**src/verilog/rm_config.svh**
```systemverilog
`ifndef RM_CONFIG_SVH
`define RM_CONFIG_SVH

// circular buffer geometry
`define RM_WORD_W 128
`define RM_PROC_WORDS 200
`define RM_NUM_PROC 4

// field widths
`define RM_ADR_W 10
`define RM_LEN_W 17
`define RM_Z_W 9

`endif

```
**src/verilog/rm_pkg.sv**
```systemverilog
`include "rm_config.svh"

package rm_pkg;

    typedef enum logic
    {
        BG1,
        BG2
    } base_graph_e;

    typedef enum logic [1:0]
    {
        IDLE,
        FETCH,
        SHIFT
    } sel_state_e;

    // wishbone classic master request
    typedef struct packed
    {
        logic                  cyc;
        logic                  stb;
        logic                  we;
        logic [`RM_ADR_W-1:0]  adr;
        logic [`RM_WORD_W-1:0] dat;
    } wb_req_t;

    // wishbone classic slave response
    typedef struct packed
    {
        logic                  ack;
        logic [`RM_WORD_W-1:0] dat;
    } wb_rsp_t;

    // one rate-matching job
    typedef struct packed
    {
        base_graph_e          bg;
        logic [`RM_Z_W-1:0]   z;    // lifting factor
        logic [1:0]           rv;
        logic [1:0]           pn;   // harq process
        logic [`RM_LEN_W-1:0] ncb;  // circular buffer length in bits
        logic [`RM_LEN_W-1:0] e;    // output bit count
    } rm_job_t;

endpackage

```
**src/verilog/buffer_arbiter.sv**
```systemverilog
`timescale 1ns/1ps

module buffer_arbiter
(
    input  logic            clk,
    input  logic            rst,
    input  rm_pkg::wb_req_t ld_req,
    output rm_pkg::wb_rsp_t ld_rsp,
    input  rm_pkg::wb_req_t sel_req,
    output rm_pkg::wb_rsp_t sel_rsp,
    output rm_pkg::wb_req_t mem_req,
    input  rm_pkg::wb_rsp_t mem_rsp
);
    import rm_pkg::*;

    logic gnt_ld;
    logic gnt_sel;
    logic held;

    // owner keeps the bus until it drops cyc
    assign held = (gnt_ld && ld_req.cyc) || (gnt_sel && sel_req.cyc);

    always_ff @(posedge clk or negedge rst)
    begin
        if (!rst)
        begin
            gnt_ld  <= 1'b0;
            gnt_sel <= 1'b0;
        end
        else if (!held)
        begin
            gnt_ld  <= ld_req.cyc;                  // loader has priority
            gnt_sel <= !ld_req.cyc && sel_req.cyc;
        end
    end

    always_comb
    begin
        if (gnt_ld)
        begin
            mem_req = ld_req;
        end
        else if (gnt_sel)
        begin
            mem_req = sel_req;
        end
        else
        begin
            mem_req = '0;
        end
    end

    // ack goes only to the owner while read data is shared
    assign ld_rsp.ack  = mem_rsp.ack && gnt_ld;
    assign ld_rsp.dat  = mem_rsp.dat;
    assign sel_rsp.ack = mem_rsp.ack && gnt_sel;
    assign sel_rsp.dat = mem_rsp.dat;

endmodule

```
**config.mk**
```make
export PLATFORM = sky130hd
export DESIGN_NAME = buffer_arbiter
export DESIGN_NICKNAME = d
export VERILOG_FILES = /design/src/verilog/rm_pkg.sv /design/src/verilog/buffer_arbiter.sv
export VERILOG_INCLUDE_DIRS = /design/src /design/src/verilog
export SDC_FILE = /design/constraint.sdc
export NUM_CORES = 1
export LEC_CHECK = 0
export ABC_AREA = 1
export BUFFER_PORTS_ARGS = -buffer_cell sky130_fd_sc_hd__clkbuf_2
export CAP_MARGIN = 10
export CORE_AREA = 3 3 312 314
export DETAILED_ROUTE_END_ITERATION = 6
export DIE_AREA = 0 0 315 317
export PLACE_DENSITY = 0.31
export SLEW_MARGIN = 20
export SYNTH_ARGS = -nofsm -noshare
export SYNTH_HDL_FRONTEND = slang
export SYNTH_SLANG_ARGS = --single-unit
```
**constraint.sdc**
```tcl
create_clock -name clk -period 2 [get_ports clk]
set_input_delay 0.4 -clock clk [delete_from_list [all_inputs] [get_ports clk]]
set_output_delay 0.4 -clock clk [all_outputs]
set_load 0.005 [all_outputs]
```
; ---- Yosys cells after proc, flatten, opt, wreduce, memory -nomap -nowiden
; Index checks and enable logic that the tools add are counted.
[op_classes]
mux = 2
n_reduce_logical = 7
[op_table]
columns = operator, n
row1 = 141-bit 2-to-1 mux, 2
row2 = 1-bit logical AND, 5
row3 = 1-bit logical NOT, 1
row4 = 1-bit logical OR, 1
[totals]
word_cells = 11
inputBits = 413
out_inout_bits = 399
regBits = 2

; ---- Logic depth before layout (Yosys ltp)
[depth]
ltp_word = 2
ltp_mapped = 6
ltp_nobuf = 4

; ---- Least setup slack after synthesis
; OpenSTA, ideal clock, no wires.
[synth_timing]
path_kind = reg2out
startpoint = register gnt_ld
endpoint = output mem_req[100] in the netlist's numbering
arrival_time_ps = 1019
t_required_ps = 1600
n_path_buf = 3
path_stages_with_launch = 7
setup_slack_ps = 581
cell_sequence = dfrtp_1 > buf_4 > nor2_4 > buf_6 > buf_6 > nand2_1 > nand2_1
[synth_lines]
columns = item, line
row1 = from (decl), buffer_arbiter.sv:16  ; logic gnt_ld;
row2 = from (signal assigned), buffer_arbiter.sv:32  ; gnt_ld <= ld_req.cyc;
row3 = to (decl), buffer_arbiter.sv:11  ; output rm_pkg::wb_req_t mem_req,

==> implementation parameters <==
Parameter                              Value

Critical path
  Maximum fanout along the worst path    10
  Worst-path cell with the longest stage delay    sky130_fd_sc_hd__dfrtp_4
  Max incr delay on CP    0.49 ns
  Cell Chain, Critical Path    nor2_4, buf_4, clkbuf_16, nand2_1, nand2_1, clkbuf_2
  Data required time at the worst endpoint    1.60 ns
  Critical path endpoint category    output port
  Critical Path Start Type    flip-flop
  Worst path arrival time    1.59 ns
  Cell repeated most along the worst path    sky130_fd_sc_hd__nand2_1
  Type of the setup path with the least slack    reg -> out

Die
  Vertical die dimension    317 um
  Initial cell density of the core    4.058%
  Total core area    94870 um2
  FP Rows    between 100 and 150
  Floorplan die width    between 300 and 400 um
  Die footprint    about 100000 um2
  # IOs    812

Routing
  Initial DRC Count    153
  Routed wire length per instance    21.14 um
  Total number of vias    about 4900
  Detailed-router iteration count before antenna repair    4
  DRC violations left    0
  Post-detailed-route via-to-cell ratio    around 2.3
  Remaining number of nets flagged by the antenna check after routing    0
  Total wire length after detailed routing    45880 um

Synthesis
  Mapped Area    roughly 3800 um2
  Synthesized net count    1142
  Post-synthesis sequential element count    2
  Average footprint of a synthesized cell    between 5 and 6 um2
  Most area-consuming cells after synthesis    sky130_fd_sc_hd__buf_4 (50%), sky130_fd_sc_hd__nand2_1 (42%), sky130_fd_sc_hd__buf_6 (3.2%)
  Share of flip-flops with an asynchronous set or reset after synthesis    100.0%
  Gate count after technology mapping    around 730
  Cell type with the largest total area after synthesis    sky130_fd_sc_hd__buf_4
  Most instantiated flip-flop cell in the synthesis netlist    sky130_fd_sc_hd__dfrtp_1
  Synth cell types    10
  Yosys top cell area share    50.11%
  Part of the Yosys area used for sequential elements    1.300%
  Library cell with the highest instance count after synthesis    sky130_fd_sc_hd__nand2_1
  Most instantiated cells after synthesis    sky130_fd_sc_hd__nand2_1 (430), sky130_fd_sc_hd__buf_4 (257), sky130_fd_sc_hd__buf_2 (12)
  Number of flops mapped to enable cells by yosys    0
  Yosys synthesis warning count    0

Placed design
  Weighted congestion reported at the end of routability-driven placement    0.7217
  DP Area    5664 um2
  Port Buffer Count    427
  Final HPWL DP    41820 um

CTS
  Depth of the CTS H-tree    1
  Clock edge transition at the registers on the reported setup and hold paths    0.03 ns
  Total CTS buffers    3
  Clock sink total    2
  Clk_lat worst skew    0.22 ns
  Buffer type at the clock tree root    sky130_fd_sc_hd__clkbuf_16
  Max Buffers Root-to-Sink    2
  TritonCTS clock tree    yes

Timing
  Fin crit period    between 1.5 and 2 ns
  Endpoints failing setup    0
  Layout Skew    ~0.0022 ns
  Final count of hold timing violations    0
  Final Cycle Share    99.60%
  Highest Clock Rate    502.0 MHz
  Min Hold Slack    0.4694 ns
  Max-slew headroom    about four fifths
  RSZ-0062 raised after global routing    yes
  Worst Tran Pin Value    between 0.3 and 0.4 ns
  Total count of max-transition violations in the final report    0

GRT
  Largest net degree at the start of global routing    58
  Leftover overflow at the end of global routing    0
  Met2 usage    13.09%
  Number of global-route vias before repair    4910
  Initial antenna violation count    16
  Busiest layer in global routing    met2
  Global-route wire length before repair    52600 um
  Global Route met3 Usage    under 10%
  All-layer global routing usage    8.399%
  Met1 routing resource usage after global routing    7.721%

Layout
  Final design utilization    roughly 6.3%
  Final Instance Area    roughly 6000 um2
  Area growth syn-to-layout    56.00%
  Share of cells above drive strength 1    between 50% and 60%
  Nets@finish    1313

Run
  Number of max-cap violations    0

Pwr
  Maximum vdd drop    0.2179 mV
  Total power density per cell area    ~320 nW/um2
  Total power draw    between 0.0015 and 0.002 W
  Static Leak    3.355 nW

Outcome
  Result of the run    finished, final reports clean

Hold path
  HP Class    in -> reg
-- placed cells by master (no fill, tap or decap), types with 2 or more instances in the layout --
cell / synthesis / routed
sky130_fd_sc_hd__buf_12: 0 / 11
sky130_fd_sc_hd__buf_2: 12 / 7
sky130_fd_sc_hd__buf_4: 257 / 10
sky130_fd_sc_hd__buf_6: 11 / 2
sky130_fd_sc_hd__clkbuf_16: 0 / 5
sky130_fd_sc_hd__clkbuf_2: 0 / 418
sky130_fd_sc_hd__diode_2: 0 / 6
sky130_fd_sc_hd__inv_1: 7 / 7
sky130_fd_sc_hd__nand2_1: 430 / 409
sky130_fd_sc_hd__nand2_2: 0 / 18
sky130_fd_sc_hd__nand2_4: 0 / 3
-- per-layer routing --
layer / share of wire (%) / up-vias / routed length, um
met5: 0.076 / - / 35
met4: 1.8 / 6 / 805
met3: 22 / 44 / 10280
met2: 43 / 629 / 19740
met1: 33 / 1969 / 15020
li1: - / 2239 / -
-- what timing repair did --
action                                 in CTS  in global routing
resized for setup                           8                 35
gates cloned                                1                  2
endpoints found under the hold margin       2                  0
buffers inserted                            2                  4
hold buffers                                1                  0
pin swaps                                   1                  2
setup endpoints to repair                  49                 67
-- cell families (layout without fill, tap and decap cells) --
family                 count (synthesis)  count (layout)  share of synthesized area, %
buffers and inverters                295             465                         56.35
DFF                                    2               2                         1.300
other                                  0               6                             0
and+or+nand+nor                      432             432                         42.35
-- registers in the layout, summed over array words and instances, names as in the netlist --
| register | flops |
|---|---|
| gnt_sel | 1 |
| gnt_ld | 1 |
-- where the power goes --
group          leakage [nW]  switching [W]  internal [W]
Sequential           0.0224     0.00000480     0.0000466
Clock                0.0382      0.0000455      0.000262
Combinational          3.29       0.000837      0.000713
-- per-stage QoR --
step	std cells	TNS, ns	worst slack (ns)
after floorplan	729	0	0.5815
after global placement	2151	0	0.07248
after detailed placement	2151	0	0.09804
after CTS	2159	-0.3106	-0.02719
after global routing	2167	-1.725	-0.06928
final	2170	0	0.008088
-- path summary, 6_finish.rpt --
kind                       cells after the start  slack (ns)           startpoint             endpoint
setup / recovery                               6       0.008   gnt_ld$_DFFE_PN0N_          mem_req[21]
hold / removal                                 4        0.47          ld_req[140]  gnt_sel$_DFFE_PN0N_
setup reg to reg                               5        0.98   gnt_ld$_DFFE_PN0N_   gnt_ld$_DFFE_PN0N_
hold reg to reg                                4        0.57  gnt_sel$_DFFE_PN0N_  gnt_sel$_DFFE_PN0N_
max in group asynchronous                      2        1.12                  rst   gnt_ld$_DFFE_PN0N_
min in group asynchronous                      2        0.76                  rst   gnt_ld$_DFFE_PN0N_
-- critical path, delay by kind of cell (launching register included) --
family,cells,cell delay [ns]
buffers and inverters,3,0.53
DFF,1,0.49
and+or+nand+nor,3,0.33
-- cell type report --
type                    count  area [um2]
diodes                      6       15.01
clock buffers               4       78.83
fillers                 11410       88860
inverters                   8       30.03
multi-input cells         432        1698
flip-flops and latches      2       53.80
well taps                1265        1583
repair buffers            453        2547
No activity file was read; power rests on OpenSTA's default activity.
