File: config.mk
export PLATFORM = sky130hd
export DESIGN_NAME = buffer_loader
export DESIGN_NICKNAME = d
export VERILOG_FILES = /design/src/verilog/rm_pkg.sv /design/src/verilog/buffer_loader.sv
export VERILOG_INCLUDE_DIRS = /design/src /design/src/verilog
export SDC_FILE = /design/constraint.sdc
export NUM_CORES = 1
export LEC_CHECK = 0
export BUFFER_PORTS_ARGS = -buffer_cell sky130_fd_sc_hd__buf_2
export CORE_AREA = 2 2 158 160
export DETAILED_ROUTE_END_ITERATION = 10
export DIE_AREA = 0 0 160 162
export PLACE_DENSITY = 0.52
export REMOVE_ABC_BUFFERS = 1
export SLEW_MARGIN = 20
export SYNTH_ARGS = -nofsm -noshare
export SYNTH_HDL_FRONTEND = slang
export SYNTH_SLANG_ARGS = --single-unit
File: constraint.sdc
create_clock -name clk -period 5.61 [get_ports clk]
set_input_delay 1.122 -clock clk [delete_from_list [all_inputs] [get_ports clk]]
set_output_delay 1.122 -clock clk [all_outputs]
set_load 0.005 [all_outputs]
File: src/verilog/rm_config.svh
`ifndef RM_CONFIG_SVH
`define RM_CONFIG_SVH

// circular buffer geometry
`define RM_WORD_W 128
`define RM_PROC_WORDS 200
`define RM_NUM_PROC 4

// field widths
`define RM_ADR_W 10
`define RM_LEN_W 17
`define RM_Z_W 9

`endif

File: src/verilog/rm_pkg.sv
`include "rm_config.svh"

package rm_pkg;

    typedef enum logic
    {
        BG1,
        BG2
    } base_graph_e;

    typedef enum logic [1:0]
    {
        IDLE,
        FETCH,
        SHIFT
    } sel_state_e;

    // wishbone classic master request
    typedef struct packed
    {
        logic                  cyc;
        logic                  stb;
        logic                  we;
        logic [`RM_ADR_W-1:0]  adr;
        logic [`RM_WORD_W-1:0] dat;
    } wb_req_t;

    // wishbone classic slave response
    typedef struct packed
    {
        logic                  ack;
        logic [`RM_WORD_W-1:0] dat;
    } wb_rsp_t;

    // one rate-matching job
    typedef struct packed
    {
        base_graph_e          bg;
        logic [`RM_Z_W-1:0]   z;    // lifting factor
        logic [1:0]           rv;
        logic [1:0]           pn;   // harq process
        logic [`RM_LEN_W-1:0] ncb;  // circular buffer length in bits
        logic [`RM_LEN_W-1:0] e;    // output bit count
    } rm_job_t;

endpackage

File: src/verilog/buffer_loader.sv
`timescale 1ns/1ps
`include "rm_config.svh"

module buffer_loader
(
    input  logic                  clk,
    input  logic                  rst,
    input  logic                  in_valid,
    output logic                  in_ready,
    input  logic [`RM_WORD_W-1:0] in_word,
    input  logic [1:0]            in_pn,
    input  logic                  in_first,
    output rm_pkg::wb_req_t       wb,
    input  rm_pkg::wb_rsp_t       rsp
);
    import rm_pkg::*;

    localparam logic [`RM_ADR_W-1:0] PROC_WORDS = `RM_PROC_WORDS;

    logic                  open_q;     // write cycle in flight
    logic [`RM_ADR_W-1:0]  idx;        // word index inside the region
    logic [`RM_ADR_W-1:0]  idx_cur;
    logic [`RM_ADR_W-1:0]  pn_w;
    logic [`RM_ADR_W-1:0]  adr_q;
    logic [`RM_WORD_W-1:0] dat_q;
    logic                  accept;

    assign in_ready = !open_q;
    assign accept   = in_valid && in_ready;
    assign idx_cur  = in_first ? '0 : idx;
    assign pn_w     = in_pn;

    always_ff @(posedge clk or negedge rst)
    begin
        if (!rst)
        begin
            open_q <= 1'b0;
            idx    <= '0;
        end
        else if (accept)
        begin
            open_q <= 1'b1;
            idx    <= idx_cur;
        end
        else if (open_q && rsp.ack)
        begin
            open_q <= 1'b0;
            idx    <= (idx == PROC_WORDS - 1) ? '0 : idx + 1'b1;  // stay inside region
        end
    end

    // payload held for the whole cycle
    always_ff @(posedge clk)
    begin
        if (accept)
        begin
            adr_q <= pn_w * PROC_WORDS + idx_cur;
            dat_q <= in_word;
        end
    end

    assign wb.cyc = open_q;
    assign wb.stb = open_q;
    assign wb.we  = 1'b1;
    assign wb.adr = adr_q;
    assign wb.dat = dat_q;

endmodule

After elaboration in Yosys (flattened, before gate mapping)
Index checks and enable logic that the tools add are counted.

Flip-flop bits (word level): 149. Output and inout port bits: 142. Logic and storage cells: 18.

Reduce and logical (&&, ||, !) cells: 4. Multiplexer cells: 6. $mul: 1. $add $sub $neg: 2. Equality and inequality tests: 1.

Operators by type and width (count): two-way mux 10 bit (4); adder 10 x 1 -> 10 bit, second input constant (1); adder 10 bit (1); equality test 10 x 8 -> 1 bit, second input constant (1); multiplier 2 x 5 -> 7 bit, second input constant (1); logical AND 1 bit (2); two-way mux 1 bit (2); nonzero test 2 bit (1); zero test 1 bit (1).

Depth between registers and ports, before layout
Depth in word-level cells: 4. Mapped depth: 7. Gate-level depth less buffers: 7.

Worst setup path after synthesis
OpenSTA, ideal clock, no wires.

Path type: in2reg. Start: input port in_valid. End: register idx[3]. Slack: -0.125 ns. Cell stages on the path: 5. Arrival time: 5.609 ns. Cell sequence: nand2b_1 clkinv_1 o21ai_0 nor4_1 a221o_1.

Cells in the longest elaborated chain, start to end: 2. Elaborated cells between the ends (all ways): 3. Those cells by class: 1 x mux; 2 x reduce/logical.

Ends and longest elaborated chain: start, declared (RTL line buffer_loader.sv:8) `input logic in_valid,`; logical AND 1 bit (*) (RTL line buffer_loader.sv:29) `assign accept = in_valid && in_ready;`; via accept (RTL line buffer_loader.sv:26) `logic accept;`; two-way mux 10 bit / nonzero test 2 bit (equally long branches); end signal, assigned (RTL line buffer_loader.sv:43) `idx <= idx_cur;`; end signal, assigned (RTL line buffer_loader.sv:48) `idx <= (idx == PROC_WORDS - 1) ? '0 : idx + 1'b1;`; end, declared (RTL line buffer_loader.sv:21) `` logic [`RM_ADR_W-1:0] idx; ``.

The timed path passes the listed nets; every way through them passes the cells marked *. A chain may end at the register's enable or synchronous reset.

Final worst setup path
Start: input port in_valid. End: register dat_q[47] (enable).

Cells in the longest elaborated chain, start to end: 1.

Ends and longest elaborated chain: logical AND 1 bit (RTL line buffer_loader.sv:29); via accept (RTL line buffer_loader.sv:26); end signal, assigned (RTL line buffer_loader.sv:58) `dat_q <= in_word;`; end, declared (RTL line buffer_loader.sv:25) `` logic [`RM_WORD_W-1:0] dat_q; ``.

The timed path passes the listed nets, and every way through them passes these cells.

==> results_dict.tcl <==
set metrics [dict create \
    crit_arrival_ns 2.83 \
    gr-total-overflow 0 \
    path_clk_slew_ns 0.07 \
    critPathMaxStageDelay_ns 0.75 \
    place_inst 851 \
    drtIter0Drc 174 \
    power.total_mw 2.747 \
    yosysTopAreaCell "edfxtp_1" \
    syn_inst 261 \
    timing.hold.worst.class "flip-flop to flip-flop" \
    hold_viol_final 0 \
    dieArea_um2 25920 \
    setup_slack_ns 2.824 \
    power.density_nw_per_um2 365.4 \
    fp-row-count 57 \
    wire_per_inst_um 15.41 \
    rsz0062_at_grt "no" \
    leakage_nw 3.106 \
    cts_tree "done" \
    cts_sinks 149 \
    synth.avg_cell_area_um2 19.79 \
    dieWidth_um 160 \
    place.detailed.hpwl_mm 10.17 \
    path_delay_family "buffers and inverters" \
    wl_mm 13.64 \
    grt_pass1_vias 3376 \
    portBuffers 275 \
    layout.nets 818 \
    cts_setup_buffers 0 \
    layout_commonest_cell "buf_2" \
    path_buf_inv 3 \
    ir_worst_vdd_mv 0.1624 \
    cts_buffers 17 \
    layout.cells.non_filler 885 \
    synth_seq_cells 149 \
    slew_viol_final 0 \
    syn2layout_area_growth_pct 45.53 \
    holdBufCountCts 0 \
    period_needed_ns 2.786 \
    synth_warnings 0 \
    dp_slack_ns 2.311 \
    cp.required_ns 5.65 \
    maxCapViolations 0 \
    ys_seq_area_share_pct 85.54 \
    min_period_over_period_pct 49.66 \
    fillers 2501 \
    syn_area_um2 5166 \
    antenna_left 0 \
    crit_path_start_kind "primary input" \
    grt_util_all_layers_pct 10.30 \
    r2r_setup_slack_ns 3.05 \
    criticalPathCategory "primary input to flip-flop" \
    io_pins 405 \
    first_pass_iters 4 \
    crit_path_top_delay_cell "buf_4" \
    max_freq_mhz 358.9 \
    cp-end-kind "flip-flop" \
    slew_headroom_pct 47.28 \
    vias 3419 \
    outcome "finished clean" \
    layout_common_cells "275 x buf_2, 138 x edfxtp_1, 17 x clkbuf_16, 11 x nand2_1, 11 x dfrtp_1" \
    yosys-top-cells-area "edfxtp_1 80%, dfrtp_1 5.3%, ha_1 1.9%" \
    antenna_found_initial 3 \
    finalInstanceArea_um2 7518 \
    gp_congestion 0.7759 \
    cp_cell_sequence "buf_2 > nand2b_1 > inv_6 > buf_4" \
    worstSkewPairLatency_ns 0.41 \
    setup_viol 0 \
    synthDominantCellAreaShare_pct 80.21 \
    cts-root-buf "clkbuf_16" \
    post_cts_resized 0 \
    grt_max_degree 86 \
    tightest_slew_ns 0.7908 \
    finClkSkew_ns 0.01428 \
    cts_max_level 4 \
    drc_errors 0 \
    synthDistinctLibCells 44 \
    drive_gt1_share_pct 55.81 \
    core_um2 24110 \
    placed_area_um2 6902 \
    viasPerCell 3.863 \
    start_util_pct 21.43 \
    cts_buffer_depth 2 \
    crit_fanout 85 \
    grt_pass1_wl_mm 20.01 \
    die_h_um 162 \
]
power by group:
| group | total [mW] | leakage (nW) | internal [mW] | switching [mW] |
|---|---|---|---|---|
| logic | 0.231 | 1.38 | 0.103 | 0.128 |
| clock network | 1.16 | 0.288 | 0.641 | 0.524 |
| registers | 1.35 | 1.44 | 1.31 | 0.0370 |
| total | 2.75 | 3.11 | 2.06 | 0.689 |
layer usage:
| layer | GRT usage (%) | part of all wire [%] |
|---|---|---|
| met2 | 17.02 | 49 |
| met5 | 0 | 0.24 |
| met1 | 12.24 | 40 |
| met3 | 4.265 | 9.6 |
| met4 | 3.317 | 1.1 |
cell families (layout without fill, tap and decap cells):
logic type / Yosys count / count (layout) / share of synthesized area, %
AO/OA/AOI/OAI: 22 / 22 / 3.003
XOR/XNOR: 7 / 7 / 1.187
adder cells (fa/ha/maj): 9 / 9 / 2.325
buffers and inverters: 18 / 316 / 1.719
flip-flops: 149 / 149 / 85.54
multiplexers: 1 / 1 / 0.1938
other: 1 / 3 / 0.07259
AND/OR/NAND/NOR: 54 / 54 / 5.958
state kept, by name (all words and copies together), names as in the netlist:
name,count
dat_q,128
adr_q,10
idx,10
open_q,1
worst paths after layout:
path	from	to	cells past startpoint
worst max-delay path	in_valid	dat_q[47]	4
worst min-delay path	idx[1]	idx[1]	2
worst max register to register	open_q	dat_q[47]	3
worst min register to register	idx[1]	idx[1]	2
max in group asynchronous	rst	idx[9]	1
min in group asynchronous	rst	idx[4]	1
Yosys cell counts, drive strengths merged:
cell / count
edfxtp: 138
dfrtp: 11
nand2: 11
ha: 8
inv: 7
nand3: 7
nor2: 7
buf: 6
nor2b: 6
nor4: 5
xnor2: 5
clkbuf: 4
nor3: 4
o21ai: 4
a21oi: 3
a31oi: 3
nand4: 3
a211o: 2
and2: 2
nand2b: 2
o311ai: 2
o31ai: 2
or4: 2
xor2: 2
a21o: 1
a221o: 1
a32oi: 1
a41oi: 1
and3: 1
and4: 1
clkinv: 1
conb: 1
fa: 1
mux2i: 1
nand4b: 1
o211ai: 1
o22a: 1
or2b: 1
or3: 1
worst min-delay path, delay by kind of cell, from the launching register on:
kind | cells | cell delay [ns]
DFF | 1 | 0.41
and+or+nand+nor | 2 | 0.12
stage by stage:
step	setup TNS, ns	hold slack, ns	utilization [%]
after floorplan	-0.3045	0.5016	-
after global placement	0	0.5562	28.63
after detailed placement	0	0.5477	28.63
after CTS	0	0.5573	31.17
after global routing	0	0.5682	31.17
final	0	0.5624	31.19
cell type report:
cell class | count | area, um^2 | area share (%)
flip-flops and latches | 149 | 4419 | 58.78
diodes | 2 | 5.005 | 0.06657
clock inverters | 15 | 186.4 | 2.480
well taps | 324 | 405.4 | 5.392
multi-input cells | 94 | 658.1 | 8.754
repair buffers | 276 | 1384 | 18.41
clock buffers | 17 | 425.4 | 5.658
inverters | 8 | 35.03 | 0.4660
(Power assumes the default switching activity.)
