--- src/verilog/rm_config.svh ---
`ifndef RM_CONFIG_SVH
`define RM_CONFIG_SVH

// circular buffer geometry
`define RM_WORD_W 128
`define RM_PROC_WORDS 200
`define RM_NUM_PROC 4

// field widths
`define RM_ADR_W 10
`define RM_LEN_W 17
`define RM_Z_W 9

`endif

--- src/verilog/rm_pkg.sv ---
`include "rm_config.svh"

package rm_pkg;

    typedef enum logic
    {
        BG1,
        BG2
    } base_graph_e;

    typedef enum logic [1:0]
    {
        IDLE,
        FETCH,
        SHIFT
    } sel_state_e;

    // wishbone classic master request
    typedef struct packed
    {
        logic                  cyc;
        logic                  stb;
        logic                  we;
        logic [`RM_ADR_W-1:0]  adr;
        logic [`RM_WORD_W-1:0] dat;
    } wb_req_t;

    // wishbone classic slave response
    typedef struct packed
    {
        logic                  ack;
        logic [`RM_WORD_W-1:0] dat;
    } wb_rsp_t;

    // one rate-matching job
    typedef struct packed
    {
        base_graph_e          bg;
        logic [`RM_Z_W-1:0]   z;    // lifting factor
        logic [1:0]           rv;
        logic [1:0]           pn;   // harq process
        logic [`RM_LEN_W-1:0] ncb;  // circular buffer length in bits
        logic [`RM_LEN_W-1:0] e;    // output bit count
    } rm_job_t;

endpackage

--- src/verilog/bit_selector.sv ---
`timescale 1ns/1ps
`include "rm_config.svh"

module bit_selector
(
    input  logic            clk,
    input  logic            rst,
    input  logic            start,
    input  rm_pkg::rm_job_t job,
    output logic            busy,
    output logic            done,
    output logic            out_valid,
    input  logic            out_ready,
    output logic            out_bit,
    output rm_pkg::wb_req_t wb,
    input  rm_pkg::wb_rsp_t rsp
);
    import rm_pkg::*;

    localparam logic [`RM_ADR_W-1:0] PROC_WORDS = `RM_PROC_WORDS;

    sel_state_e            state;
    logic [`RM_LEN_W-1:0]  pos;      // current bit position in the buffer
    logic [`RM_LEN_W-1:0]  cnt;      // bits accepted so far
    logic [1:0]            pn_q;
    logic [`RM_LEN_W-1:0]  ncb_q;
    logic [`RM_LEN_W-1:0]  e_q;
    logic [`RM_WORD_W-1:0] word_q;
    logic                  done_q;

    logic [`RM_LEN_W-1:0]  k0;
    logic [`RM_LEN_W-1:0]  pos_inc;
    logic [`RM_LEN_W-1:0]  cnt_inc;
    logic                  wrap;
    logic                  last;
    logic                  accept;
    logic [`RM_ADR_W-1:0]  pn_w;
    logic [`RM_ADR_W-1:0]  widx;

    // k0 = coefficient x z from the base graph and rv tables
    function automatic logic [`RM_LEN_W-1:0] calc_k0(input base_graph_e bg,
                                                    input logic [`RM_Z_W-1:0] z,
                                                    input logic [1:0] rv);
        logic [`RM_LEN_W-1:0] coef;
        logic [`RM_LEN_W-1:0] z_w;
        z_w = z;
        if (bg == BG1)
        begin
            case (rv)
                2'd0: coef = 17'd0;
                2'd1: coef = 17'd17;
                2'd2: coef = 17'd33;
                default: coef = 17'd56;
            endcase
        end
        else
        begin
            case (rv)
                2'd0: coef = 17'd0;
                2'd1: coef = 17'd13;
                2'd2: coef = 17'd25;
                default: coef = 17'd43;
            endcase
        end
        return coef * z_w;
    endfunction

    assign k0      = calc_k0(job.bg, job.z, job.rv);
    assign pos_inc = pos + 1'b1;
    assign wrap    = (pos_inc == ncb_q);
    assign cnt_inc = cnt + 1'b1;
    assign last    = (cnt_inc == e_q);
    assign accept  = (state == SHIFT) && out_ready;

    always_ff @(posedge clk or negedge rst)
    begin
        if (!rst)
        begin
            state  <= IDLE;
            pos    <= '0;
            cnt    <= '0;
            done_q <= 1'b0;
        end
        else
        begin
            done_q <= 1'b0;
            case (state)
                IDLE:
                begin
                    if (start)
                    begin
                        pos   <= k0;
                        cnt   <= '0;
                        state <= FETCH;
                    end
                end
                FETCH:
                begin
                    if (rsp.ack)
                    begin
                        state <= SHIFT;
                    end
                end
                SHIFT:
                begin
                    if (accept)
                    begin
                        cnt <= cnt_inc;
                        pos <= wrap ? '0 : pos_inc;
                        if (last)
                        begin
                            state  <= IDLE;
                            done_q <= 1'b1;
                        end
                        else if (wrap || pos[6:0] == 7'd127)
                        begin
                            state <= FETCH;  // next bit lives in another word
                        end
                    end
                end
                default:
                begin
                    state <= IDLE;
                end
            endcase
        end
    end

    always_ff @(posedge clk)
    begin
        if (state == IDLE && start)
        begin
            pn_q  <= job.pn;
            ncb_q <= job.ncb;
            e_q   <= job.e;
        end
        if (state == FETCH && rsp.ack)
        begin
            word_q <= rsp.dat;
        end
    end

    assign pn_w = pn_q;
    assign widx = pos[`RM_LEN_W-1:7];  // 128 bits per word

    assign wb.cyc = (state == FETCH);
    assign wb.stb = (state == FETCH);
    assign wb.we  = 1'b0;
    assign wb.adr = pn_w * PROC_WORDS + widx;
    assign wb.dat = '0;

    assign busy      = (state != IDLE);
    assign done      = done_q;
    assign out_valid = (state == SHIFT);
    assign out_bit   = word_q[pos[6:0]];

endmodule

--- config.mk ---
export PLATFORM = sky130hd
export DESIGN_NAME = bit_selector
export DESIGN_NICKNAME = d
export VERILOG_FILES = /design/src/verilog/rm_pkg.sv /design/src/verilog/bit_selector.sv
export VERILOG_INCLUDE_DIRS = /design/src /design/src/verilog
export SDC_FILE = /design/constraint.sdc
export NUM_CORES = 1
export LEC_CHECK = 0
export ABC_AREA = 0
export BUFFER_PORTS_ARGS = -buffer_cell sky130_fd_sc_hd__buf_2
export CAP_MARGIN = 10
export CORE_ASPECT_RATIO = 0.9
export CORE_MARGIN = 2
export CORE_UTILIZATION = 54
export DETAILED_ROUTE_END_ITERATION = 7
export MAX_ROUTING_LAYER = met4
export PLACE_DENSITY = 0.82
export REMOVE_ABC_BUFFERS = 1
export SLEW_MARGIN = 30
export SYNTH_ARGS = -nofsm -noshare
export SYNTH_HDL_FRONTEND = slang
export SYNTH_SLANG_ARGS = --single-unit
--- constraint.sdc ---
create_clock -name clk -period 6 [get_ports clk]
set_clock_uncertainty 0.15 [all_clocks]
set_input_delay 1.2 -clock clk [delete_from_list [all_inputs] [get_ports clk]]
set_output_delay 1.2 -clock clk [all_outputs]
set_load 0.03 [all_outputs]
# After elaboration in Yosys (flattened, before gate mapping)

Cells that the tools add are included.

Bits in registers: 201
Output and inout port bits: 145

Add/subtract/negate cells: 3
Multipliers: 2
Order comparisons: 1
Equality and inequality tests: 11
Multiplexer cells: 21
Reduce and logical (&&, ||, !) cells: 10

Operators by type and width:

| cell                                                        | number |
|---|---|
| two-way mux 17 bit                                          | 6 |
| one-hot mux 17 bit (2 select lines)                         | 2 |
| one-hot mux 6 bit (3 select lines)                          | 2 |
| adder 17 x 1 -> 17 bit (second input constant)              | 2 |
| equality test 17 bit                                        | 2 |
| multiplier 17 x 9 -> 17 bit                                 | 1 |
| adder 10 bit                                                | 1 |
| two-way mux 2 bit                                           | 5 |
| less-than comparator 7 x 8 -> 1 bit (second input constant) | 1 |
| binary-select mux 1 bit (select 7 bit)                      | 1 |
| equality test 7 bit (second input constant)                 | 1 |
| multiplier 2 x 5 -> 7 bit (second input constant)           | 1 |
| one-hot mux 2 bit (3 select lines)                          | 1 |
| equality test 2 x 1 -> 1 bit (second input constant)        | 2 |
| equality test 2 bit (second input constant)                 | 2 |
| zero test 2 bit                                             | 2 |
| two-way mux 1 bit                                           | 4 |
| inequality test 2 x 1 -> 1 bit (second input constant)      | 2 |
| AND reduction 4 bit                                         | 1 |
| nonzero test 2 bit                                          | 2 |
| logical AND 1 bit                                           | 3 |
| inequality test 3 x 1 -> 1 bit (second input constant)      | 1 |
| AND reduction 3 bit                                         | 1 |
| inequality test 2 bit (second input constant)               | 1 |
| logical OR 1 bit                                            | 1 |

# Depth between registers and ports, before layout

Gate-level depths: netlist of run 1.

Depth after elaboration: 7
Gate-level depth with buffers: 24
Gate-level depth less buffers: 23

# Least setup slack after synthesis of run 1

OpenSTA, ideal clock, no wires.

Path kind: input to register
Start: in job[37] in the netlist's numbering
End: reg pos[16]
Library setup time: 124 ps
Data arrival time: 5,909 ps
Setup slack: -183 ps
Stages on the path: 23
Path buffers: 1
Cell sequence: inv_1 -> ha_1 -> clkbuf_1 -> nor2_1 -> nor2_1 -> a21oi_1 -> nand2b_1 -> fa_1 -> inv_1 -> fa_1 -> ha_1 -> inv_1 -> fa_1 -> inv_1 -> fa_1 -> a21o_1 -> a211oi_1 -> nor2_1 -> o41ai_1 -> o21ai_0 -> a21oi_1 -> nor2_1 -> a211o_1

Longest elaborated chain between the ends: 6
Elaborated cells on any way between the ends: 9
Classes of those cells: mul (1); eq/ne (2); mux (5); reduce/logical (1)

Ends and longest elaborated chain:

| what                                                  | RTL line                               | text |
|---|---|---|
| start: declaration                                    | bit_selector.sv:9                      | `input rm_pkg::rm_job_t job,` |
| equality test 2 bit (tied with other cells)           | bit_selector.sv:49, bit_selector.sv:58 |  |
| one-hot mux 6 bit (3 select lines) (on tied branches) | bit_selector.sv:49, bit_selector.sv:58 |  |
| two-way mux 17 bit (*)                                | bit_selector.sv:47                     | `if (bg == BG1)` |
| multiplier 17 x 9 -> 17 bit (*)                       | bit_selector.sv:65                     | `return coef * z_w;` |
| two-way mux 17 bit (*)                                | bit_selector.sv:90                     | `if (start)` |
| one-hot mux 17 bit (2 select lines) (*)               | bit_selector.sv:87                     | `case (state)` |
| end signal: assignment                                | bit_selector.sv:92                     | `pos <= k0;` |
| end signal: assignment                                | bit_selector.sv:109                    | `pos <= wrap ? '0 : pos_inc;` |
| end: declaration                                      | bit_selector.sv:23                     | `` logic [`RM_LEN_W-1:0] pos; `` |

Mark *: on every way between the ends. The rest lies on a longest branch, timed or not. The select of a mux whose other input is x is not followed.
A chain may end at the register's enable or synchronous reset.

# Worst setup path in the final report of run 1

Start: in job[36] in the netlist's numbering
End: reg pos[15]

Same word-level chain as after synthesis.

==> results of run 1 <==
==> flip-flops by register name, summed over array words and instances, names as in the netlist <==
signal	cells
e_q	17
state	2
pn_q	2
cnt	17
ncb_q	17
done	1
word_q	128
pos	17
==> cells in the final DEF (no fill, tap or decap), drive strengths merged, types with 7 or more instances in the layout <==
cell type / Yosys / routed
a21oi: 22 / 22
a31oi: 8 / 8
and2: 26 / 26
and3: 18 / 18
buf: 148 / 225
clkbuf: 29 / 28
conb: 1 / 129
dfrtp: 37 / 37
edfxtp: 164 / 164
fa: 30 / 30
ha: 53 / 53
inv: 63 / 63
mux4: 42 / 42
nand2: 54 / 54
nand2b: 7 / 7
nand3: 22 / 22
nand4: 14 / 14
nor2: 36 / 36
nor2b: 13 / 13
nor3: 10 / 10
nor4: 8 / 8
o211ai: 7 / 7
o21ai: 43 / 43
o31ai: 9 / 9
xnor2: 29 / 29
xor2: 27 / 27
==> worst max-delay path, cell delays in order <==
cell	delay, ps
buf_2	120
ha_1	230
nor2_1	110
nor2_1	60
a21oi_2	190
nand2b_1	160
fa_1	410
inv_1	80
fa_1	440
ha_1	300
inv_1	50
fa_1	520
inv_1	60
buf_4	130
ha_1	300
a211oi_1	240
nor2_1	120
o41a_1	350
a211o_1	290
o31ai_1	250
xnor2_1	150
nand2_1	70
o211ai_1	100
==> logic make-up after synthesis <==
| group | Yosys count | share of synthesized area, % |
|---|---|---|
| buffers and inverters | 240 | 11.74 |
| and+or+nand+nor | 238 | 10.50 |
| DFF | 201 | 47.65 |
| AOI/OAI and AO/OA | 137 | 7.235 |
| adders and majority gates | 84 | 10.37 |
| xor gates and xnor gates | 56 | 3.994 |
| muxes | 51 | 8.488 |
| other | 1 | 0.03054 |
==> through the flow <==
| step | cell area (um2) | hold slack [ps] | worst slack, ps | instances |
|---|---|---|---|---|
| 5_1_grt | 13920 | 447.5 | 43.57 | 1521 |
| 6_report | 13920 | 399.9 | 318.5 | 1521 |
| 2_1_floorplan | 11550 | 353.8 | -112.5 | 959 |
| 4_1_cts | 13860 | 402.0 | 207.9 | 1516 |
| 3_3_place_gp | 13130 | 375.6 | -141.1 | 1480 |
| 3_5_place_dp | 13140 | 381.3 | -324.5 | 1480 |
==> what timing repair did <==
action                     CTS  global route
setup buffers                0             0
setup endpoints to repair    0             4
hold endpoints to repair     0             0
resized for setup            0             2
==> metal layers <==
metal  vias up  track usage (%)
li1       3803                -
met1      3956            29.75
met3        50            4.658
met5         -                -
met2       381            37.54
met4         0            5.221
==> area by class of cell <==
| cell class | instances | share of cell area [%] |
|---|---|---|
| Antenna cell | 4 | 0.07192 |
| Clock buffer | 28 | 4.190 |
| Inverter | 63 | 1.699 |
| Sequential cell | 201 | 42.06 |
| Clock inverter | 8 | 1.016 |
| Multi-Input combinational cell | 695 | 39.43 |
| Timing Repair Buffer | 225 | 8.864 |
| Tap cell | 297 | 2.670 |
==> worst max-delay path by stage <==
stage                       start      end  slack (ps)  cells after the start
after floorplan           job[37]  pos[16]        -110                     22
after global placement    job[36]  pos[16]        -140                     22
after detailed placement  job[36]  pos[16]        -320                     22
after CTS                 job[36]  pos[16]         210                     22
after global routing      job[37]  pos[16]          40                     23
final                     job[36]  pos[15]         320                     23
==> report_power, final <==
group	internal, mW	switching (mW)	total, mW
clock	0.817	0.536	1.35
combinational	0.435	0.519	0.954
sequential	1.53	0.0899	1.62
==> run_results.csv, run 1 <==
group,metric,value,unit
run_status,status,"finished, final reports clean",
setup_path,start_kind,"input pin",
route,wl_met2,13100,um
global_route,grt_pass1_wl,41490,um
route,dr_wl_met3,2038,um
timing,rsz0062_at_grt,"no",
setup_path,worstPathArrival,5960,ps
cts,clk_latency,530,ps
logic_synthesis,synthCells,1008,
logic_synthesis,ys_seq_area_share,47.65,%
setup_path,path_class,"in2reg",
route,wire_per_inst,17.47,um
route,viasPerCell,5.385,
logic_synthesis,synth_area,0.01228,mm2
setup_path,worstPathRequired,6280,ps
global_route,overflow,0,
cells_and_area,area_delta_synth_final,13.34,%
route,first_pass_iters,6,
logic_synthesis,avgSynthCellArea,12.18,um2
cells_and_area,regArea,0.005853,mm2
cts,cts.sinks,201,
floorplan,dieHeight,147.1,um
logic_synthesis,yosysUniqueCellTypes,65,
route,highest_layer,"met4",
timing,setup_tns,0,ps
floorplan,die_area,0.02396,mm2
cells_and_area,n_fill_cell,1762,
logic_synthesis,yosysMostFrequentCell,"edfxtp_1",
route,drc_errors,0,
cts,clk_pin_slew_worst_paths,60,ps
route,vias,8190,
logic_synthesis,ys_warn_count,0,
cells_and_area,drive_gt1_share,25.98,%
timing,worstMarginPinSlew,701.0,ps
global_route,grt_pass1_vias,8077,
power_and_ir_drop,pwr_density_cell,282.4,mW/mm2
cts,hold_buffers,0,
cells_and_area,multi_input_area,0.005488,mm2
logic_synthesis,yosys.area.top_type_share,40.11,%
setup_path,reg2reg_to,"pos[16]",
placement,gp_congestion,0.9296,
logic_synthesis,ys_ff_latch,201,
logic_synthesis,synth_ff_type,"edfxtp_1",
cells_and_area,nets,1472,
power_and_ir_drop,power.leakage,5.880,nW
logic_synthesis,ys_async_sr_fraction,18.41,%
cts,root_buffer,"clkbuf_16",
cts,tritoncts,"done",
floorplan,rows,52,
hold_path,hold_path.startpoint,"cnt[16]",
cts,cts_buffer_depth,3,
floorplan,pin_count,326,
power_and_ir_drop,p_total,3.930,mW
setup_path,worst-r2r-cell-count,8,
logic_synthesis,yosys.area.top_type,"edfxtp_1",
cts,cts_buffers,22,
route,ant_nets,0,
placement,portBuffers,196,
logic_synthesis,synth_edf_count,164,
floorplan,core_area,0.02238,mm2
timing,setup_viol,0,
global_route,grt_max_degree,75,
setup_path,r2r_slack,1980,ps
setup_path,end_kind,"flip-flop",
route,wl_met1,10830,um
hold_path,min_path_type,"reg2reg",
placement,post-dp-hpwl,19840,um
logic_synthesis,synth.area.top_cells,"edfxtp_1 40%, buf_4 8.3%, mux4_2 7.7%",
timing,max_clock_freq,0.1760,GHz
timing,period_minus_slack,5681,ps
setup_path,crit_fanout,4,
route,totalWireLength,26570,um
flow_run,drv_cap,0,
hold_path,min_path_cells,2,
setup_path,r2r_start,"pos[2]",
floorplan,start_util,54.86,%
global_route,track_usage,22.91,%
floorplan,die_w,163.0,um
global_route,antenna_found_initial,4,
power_and_ir_drop,ir_worst_vdd,0.2665,mV
route,first_iter_violations,536,
timing,relSlewSlack,52.84,%
timing,hold_viol,0,
timing,fin_crit_sh,94.69,%
cells_and_area,final_util,62.18,%
hold_path,min_to,"cnt[16]",
logic_synthesis,yosys-top-cells-count,"164 x edfxtp_1, 136 x buf_4, 63 x inv_1",
cts,htree_levels,1,
timing,slew_viol_final,0,
(Power assumes the default switching activity.)
==> run 2: changes to the inputs <==
--- a/config.mk
+++ b/config.mk
@@ -9,7 +9,7 @@
 export ABC_AREA = 0
 export BUFFER_PORTS_ARGS = -buffer_cell sky130_fd_sc_hd__buf_2
 export CAP_MARGIN = 10
-export CORE_ASPECT_RATIO = 0.9
+export CORE_ASPECT_RATIO = 2
 export CORE_MARGIN = 2
 export CORE_UTILIZATION = 54
 export DETAILED_ROUTE_END_ITERATION = 7
==> run_results.csv, run 2 (synthesized netlist as in run 1, its figures left out) <==
group,metric,value,unit
run_status,status,"finished, final reports clean",
timing,relSlewSlack,45.08,%
floorplan,rows,78,
power_and_ir_drop,p_int,2.587,mW
route,first_pass_iters,7,
route,vias,8294,
hold_path,hold_path.startpoint,"cnt[1]",
floorplan,core_area,0.02254,mm2
setup_path,worstPathRequired,6220,ps
timing,hold_viol,0,
route,dr_wl_met3,1548,um
cells_and_area,largest_register,"word_q",
cells_and_area,drive_gt1_share,25.54,%
setup_path,crit_fanout,4,
global_route,grt_max_degree,77,
timing,max_clock_freq,0.1748,GHz
power_and_ir_drop,p_total,3.721,mW
cells_and_area,n_fill_cell,1739,
cells_and_area,final_cell_mix,"196 x buf_2, 164 x edfxtp_1, 129 x conb_1, 62 x inv_1, 54 x nand2_1",
power_and_ir_drop,ir_worst_vdd,0.3301,mV
route,totalWireLength,27830,um
cells_and_area,area_delta_synth_final,11.74,%
setup_path,end_kind,"flip-flop",
setup_path,r2r_start,"pos[1]",
timing,rsz0062_at_grt,"no",
cts,cts_buffers,18,
cts,htree_levels,1,
hold_path,min_path_cells,1,
power_and_ir_drop,pwr-share-seq,43.0,%
floorplan,pin_count,326,
flow_run,drv_cap,0,
cts,cts.sinks,201,
setup_path,reg2reg_to,"pos[16]",
placement,portBuffers,196,
floorplan,die_w,110.6,um
global_route,grt_pass1_wl,43200,um
timing,setup_viol,0,
route,highest_layer,"met4",
timing,worstMarginPinSlew,817.5,ps
route,wl_met2,16050,um
cells_and_area,largest_reg_flops,128,
placement,post-dp-hpwl,21680,um
setup_path,worst-r2r-cell-count,9,
timing,fin_crit_sh,95.34,%
hold_path,min_path_type,"reg2reg",
route,ant_nets,0,
cells_and_area,layout_commonest_cell,"buf_2",
power_and_ir_drop,power.switching,1.134,mW
global_route,track_usage,23.61,%
hold_path,min_to,"cnt[1]",
placement,gp_congestion,0.9899,
global_route,overflow,0,
floorplan,start_util,54.47,%
route,first_iter_violations,391,
setup_path,worstPathArrival,5940,ps
power_and_ir_drop,switching_share,30.47,%
timing,period_minus_slack,5720,ps
cts,clk_pin_slew_worst_paths,70,ps
floorplan,die_area,0.02403,mm2
cells_and_area,final_util,60.86,%
setup_path,r2r_slack,2000,ps
cts,root_buffer,"clkbuf_16",
cts,cts_buffer_depth,3,
route,viasPerCell,5.544,
floorplan,dieHeight,217.3,um
power_and_ir_drop,pwr_density_cell,271.2,mW/mm2
cts,clk_latency,500,ps
route,wl_met1,8727,um
setup_path,path_class,"in2reg",
cts,tritoncts,"done",
cells_and_area,nets,1467,
timing,slew_viol_final,0,
route,wire_per_inst,18.60,um
power_and_ir_drop,power.leakage,5.797,nW
power_and_ir_drop,clkPwrFrac,29.9,%
route,drc_errors,0,
global_route,antenna_found_initial,2,
setup_path,start_kind,"input pin",
global_route,grt_pass1_vias,8453,
cts,hold_buffers,0,
power_and_ir_drop,p_comb_share,27.1,%
[run 2: cell types whose count changed in the layout (fill, tap and decap cells not counted), moves of 2 or more]
cell	delta
buf_4	-2
bufinv_16	-2
clkinv_1	+5
clkbuf_16	-3
diode_2	-2
clkbuf_1	-4
[run 2: final cells by class]
cell class                 instances  area, um2  share of cell area, %
sequential                       201       5852                  42.65
multi-input combinational        695       5490                  40.01
timing repair buffer             224       1224                  8.918
tap                              280      350.3                  2.553
inverter                          63      236.5                  1.724
clock buffer                      20      479.2                  3.493
antenna                            2      5.005                0.03648
clock inverter                    11      83.83                 0.6110
[run 2: critical path, stage by stage]
cell and delay, ps:
buf_2 130, ha_1 220, inv_1 80, mux2i_1 130
buf_4 170, and2_1 160, fa_1 530, inv_1 50
fa_1 480, inv_1 60, fa_1 540, inv_1 60
fa_1 540, inv_1 50, ha_1 340, nor3_1 210
nor2_1 60, o41a_1 120, a211o_1 280, buf_4 140
xor2_1 130, a22oi_1 140, o21ai_0 110
[run 2: stage by stage]
stage	TNS, ps	cells	setup slack, ps	hold WS, ps	area (um2)
floorplan	-159.2	959	-112.5	353.8	11550
global placement	-299.4	1462	-124.8	390.7	13110
detailed placement	-1008	1462	-297.1	387.4	13110
CTS	0	1493	217.3	408.6	13670
global route	0	1496	19.05	457.4	13720
finish	0	1496	279.5	405.8	13720
[run 2: power groups by stage]
stage / Sequential [mW] / Combinational (mW) / Clock [mW]
floorplan: 1.65 / 0.650 / 0
global placement: 1.63 / 0.993 / 0
detailed placement: 1.63 / 1.01 / 0
CTS: 1.60 / 1.01 / 1.14
global route: 1.60 / 1.10 / 1.19
finish: 1.60 / 1.01 / 1.11
[run 2: how the worst max path moves through the flow]
stage,start,to,slack (ps)
2_1_floorplan,job[37],pos[16],-110
5_1_grt,job[36],pos[15],20
3_3_place_gp,job[36],pos[16],-120
6_report,job[36],pos[13],280
4_1_cts,job[36],pos[16],220
3_5_place_dp,job[36],pos[16],-300
[run 2: timing repair]
item | 4_1_cts | 5_1_grt
hold endpoints to repair | 0 | 0
gates resized for setup | 0 | 2
endpoints found under the setup margin | 0 | 4
buffers inserted | 0 | 0
[run 2: metal layers]
layer	vias to the layer above	GRT usage, %
met5	-	-
met4	0	12.38
met3	107	3.008
met2	386	45.15
met1	4012	22.77
li1	3789	-
==> run 3: changes to the inputs <==
--- a/config.mk
+++ b/config.mk
@@ -15,7 +15,6 @@
 export DETAILED_ROUTE_END_ITERATION = 7
 export MAX_ROUTING_LAYER = met4
 export PLACE_DENSITY = 0.82
-export REMOVE_ABC_BUFFERS = 1
 export SLEW_MARGIN = 30
 export SYNTH_ARGS = -nofsm -noshare
 export SYNTH_HDL_FRONTEND = slang
==> run_results.csv, run 3 (synthesized netlist as in run 1, its figures left out) <==
group,metric,value,unit
setup_path,worst-r2r-cell-count,8,
hold_path,hold_path.startpoint,"cnt[12]",
setup_path,crit_fanout,4,
flow_run,drv_cap,0,
route,ant_nets,0,
cells_and_area,layout_commonest_cell,"buf_2",
timing,fin_crit_sh,95.88,%
global_route,antenna_found_initial,2,
route,first_pass_iters,7,
floorplan,rows,78,
timing,hold_slack,416.3,ps
global_route,grt_max_degree,52,
cts,clk_pin_slew_worst_paths,70,ps
cts,root_buffer,"clkbuf_16",
timing,worstMarginPinSlew,921.8,ps
cells_and_area,final_cell_mix,"196 x buf_2, 164 x edfxtp_1, 129 x conb_1, 63 x inv_1, 54 x nand2_1",
route,first_iter_violations,384,
cts,tritoncts,"done",
run_status,status,"finished, final reports clean",
floorplan,die_w,110.6,um
timing,period_minus_slack,5753,ps
cells_and_area,largest_register,"word_q",
setup_path,reg2reg_to,"pos[16]",
route,vias,8195,
placement,gp_congestion,0.9300,
timing,hold_viol,0,
placement,post-dp-hpwl,21500,um
placement,portBuffers,196,
cts,cts.sinks,201,
cells_and_area,instances_no_fill,1495,
timing,max_clock_freq,0.1738,GHz
timing,setup_ws,247.2,ps
cts,cts_buffers,19,
hold_path,min_path_type,"reg2reg",
cts,clk_latency,500,ps
cells_and_area,drive_gt1_share,26.13,%
timing,relSlewSlack,38.51,%
route,drc_errors,0,
cts,htree_levels,1,
setup_path,path_class,"in2reg",
setup_path,r2r_start,"pos[1]",
timing,setup_viol,0,
floorplan,die_area,0.02403,mm2
power_and_ir_drop,power.leakage,5.807,nW
global_route,track_usage,23.94,%
floorplan,core_area,0.02254,mm2
floorplan,dieHeight,217.3,um
route,wire_per_inst,18.75,um
power_and_ir_drop,p_total,3.837,mW
setup_path,r2r_slack,1620,ps
route,totalWireLength,28030,um
placement,placed_cells,1457,
cells_and_area,multi_input_area,0.005509,mm2
setup_path,end_kind,"flip-flop",
power_and_ir_drop,pwr_density_cell,278.8,mW/mm2
floorplan,pin_count,326,
power_and_ir_drop,ir_worst_vdd,0.2818,mV
floorplan,start_util,54.47,%
cells_and_area,largest_reg_flops,128,
hold_path,min_to,"cnt[12]",
setup_path,start_kind,"input pin",
cells_and_area,nets,1464,
cells_and_area,regArea,0.005854,mm2
cells_and_area,area_delta_synth_final,12.10,%
cts,hold_buffers,0,
global_route,grt_pass1_vias,8401,
global_route,overflow,0,
setup_path,worstPathRequired,6230,ps
global_route,grt_pass1_wl,44050,um
setup_path,worstPathArrival,5980,ps
placement,place_ws,-209.8,ps
timing,slew_viol_final,0,
hold_path,min_path_cells,1,
placement,dpl_cell_area,0.01308,mm2
cells_and_area,n_fill_cell,1766,
cells_and_area,design_area,0.01376,mm2
route,viasPerCell,5.482,
cts,cts_buffer_depth,3,
-- run 3: how the worst max path moves through the flow --
stage                    to  slack (ps)  depth (start not counted)     from
floorplan           pos[16]           8                         21  job[36]
global placement    pos[15]         -80                         23  job[36]
detailed placement  pos[16]        -210                         23  job[37]
CTS                 pos[16]         240                         23  job[37]
global route        pos[13]          -7                         25  job[37]
finish              pos[16]         250                         22  job[36]
-- run 3: what timing repair did --
action                                  4_1_cts  5_1_grt
gates resized for setup                       0        4
buffers inserted                              0        2
endpoints found under the setup margin        0        2
-- run 3: layout make-up --
cell class | instances | share of cell area, %
Inverter | 63 | 1.718
Multi-Input combinational cell | 695 | 40.02
Antenna cell | 2 | 0.03636
Clock inverter | 15 | 1.254
Tap cell | 280 | 2.545
Sequential cell | 201 | 42.53
Clock buffer | 19 | 3.454
Timing Repair Buffer | 220 | 8.436
-- run 3: stage by stage --
stage / utilization [%] / setup TNS [ps]
finish: 61.06 / 0
global route: 61.06 / -7.488
CTS: 60.88 / 0
detailed placement: 58.01 / -656.9
global placement: 58.00 / -180.9
floorplan: - / 0
-- run 3: metal layers --
layer	part of all wire, %	up-vias	routed length [um]	track usage, %
li1	-	3780	-	-
met1	33	3994	9365	23.85
met2	57	339	16080	46.11
met3	5.1	82	1442	3.509
met4	4.0	0	1135	9.542
met5	0	-	0	-
-- run 3: worst max-delay path, stage by stage --
cell      delay (ps)
buf_2            130
ha_1             230
nor2_1           150
nor2_2            60
a21oi_2          150
nand2b_1         150
fa_1             420
inv_1            100
fa_1             430
ha_1             290
inv_1             50
fa_1             540
inv_1             90
fa_1             470
a21o_1           200
a211oi_1         240
nor2_1           100
o41ai_2          440
o21ai_2          110
a21oi_1          150
nor2_1            60
a211o_1          220
-- run 3: power breakdown --
| part | total (mW) | switching (mW) | internal [mW] |
|---|---|---|---|
| clock | 1.26 | 0.537 | 0.720 |
| sequential | 1.66 | 0.132 | 1.53 |
| combinational | 0.918 | 0.493 | 0.425 |
| total | 3.84 | 1.16 | 2.68 |
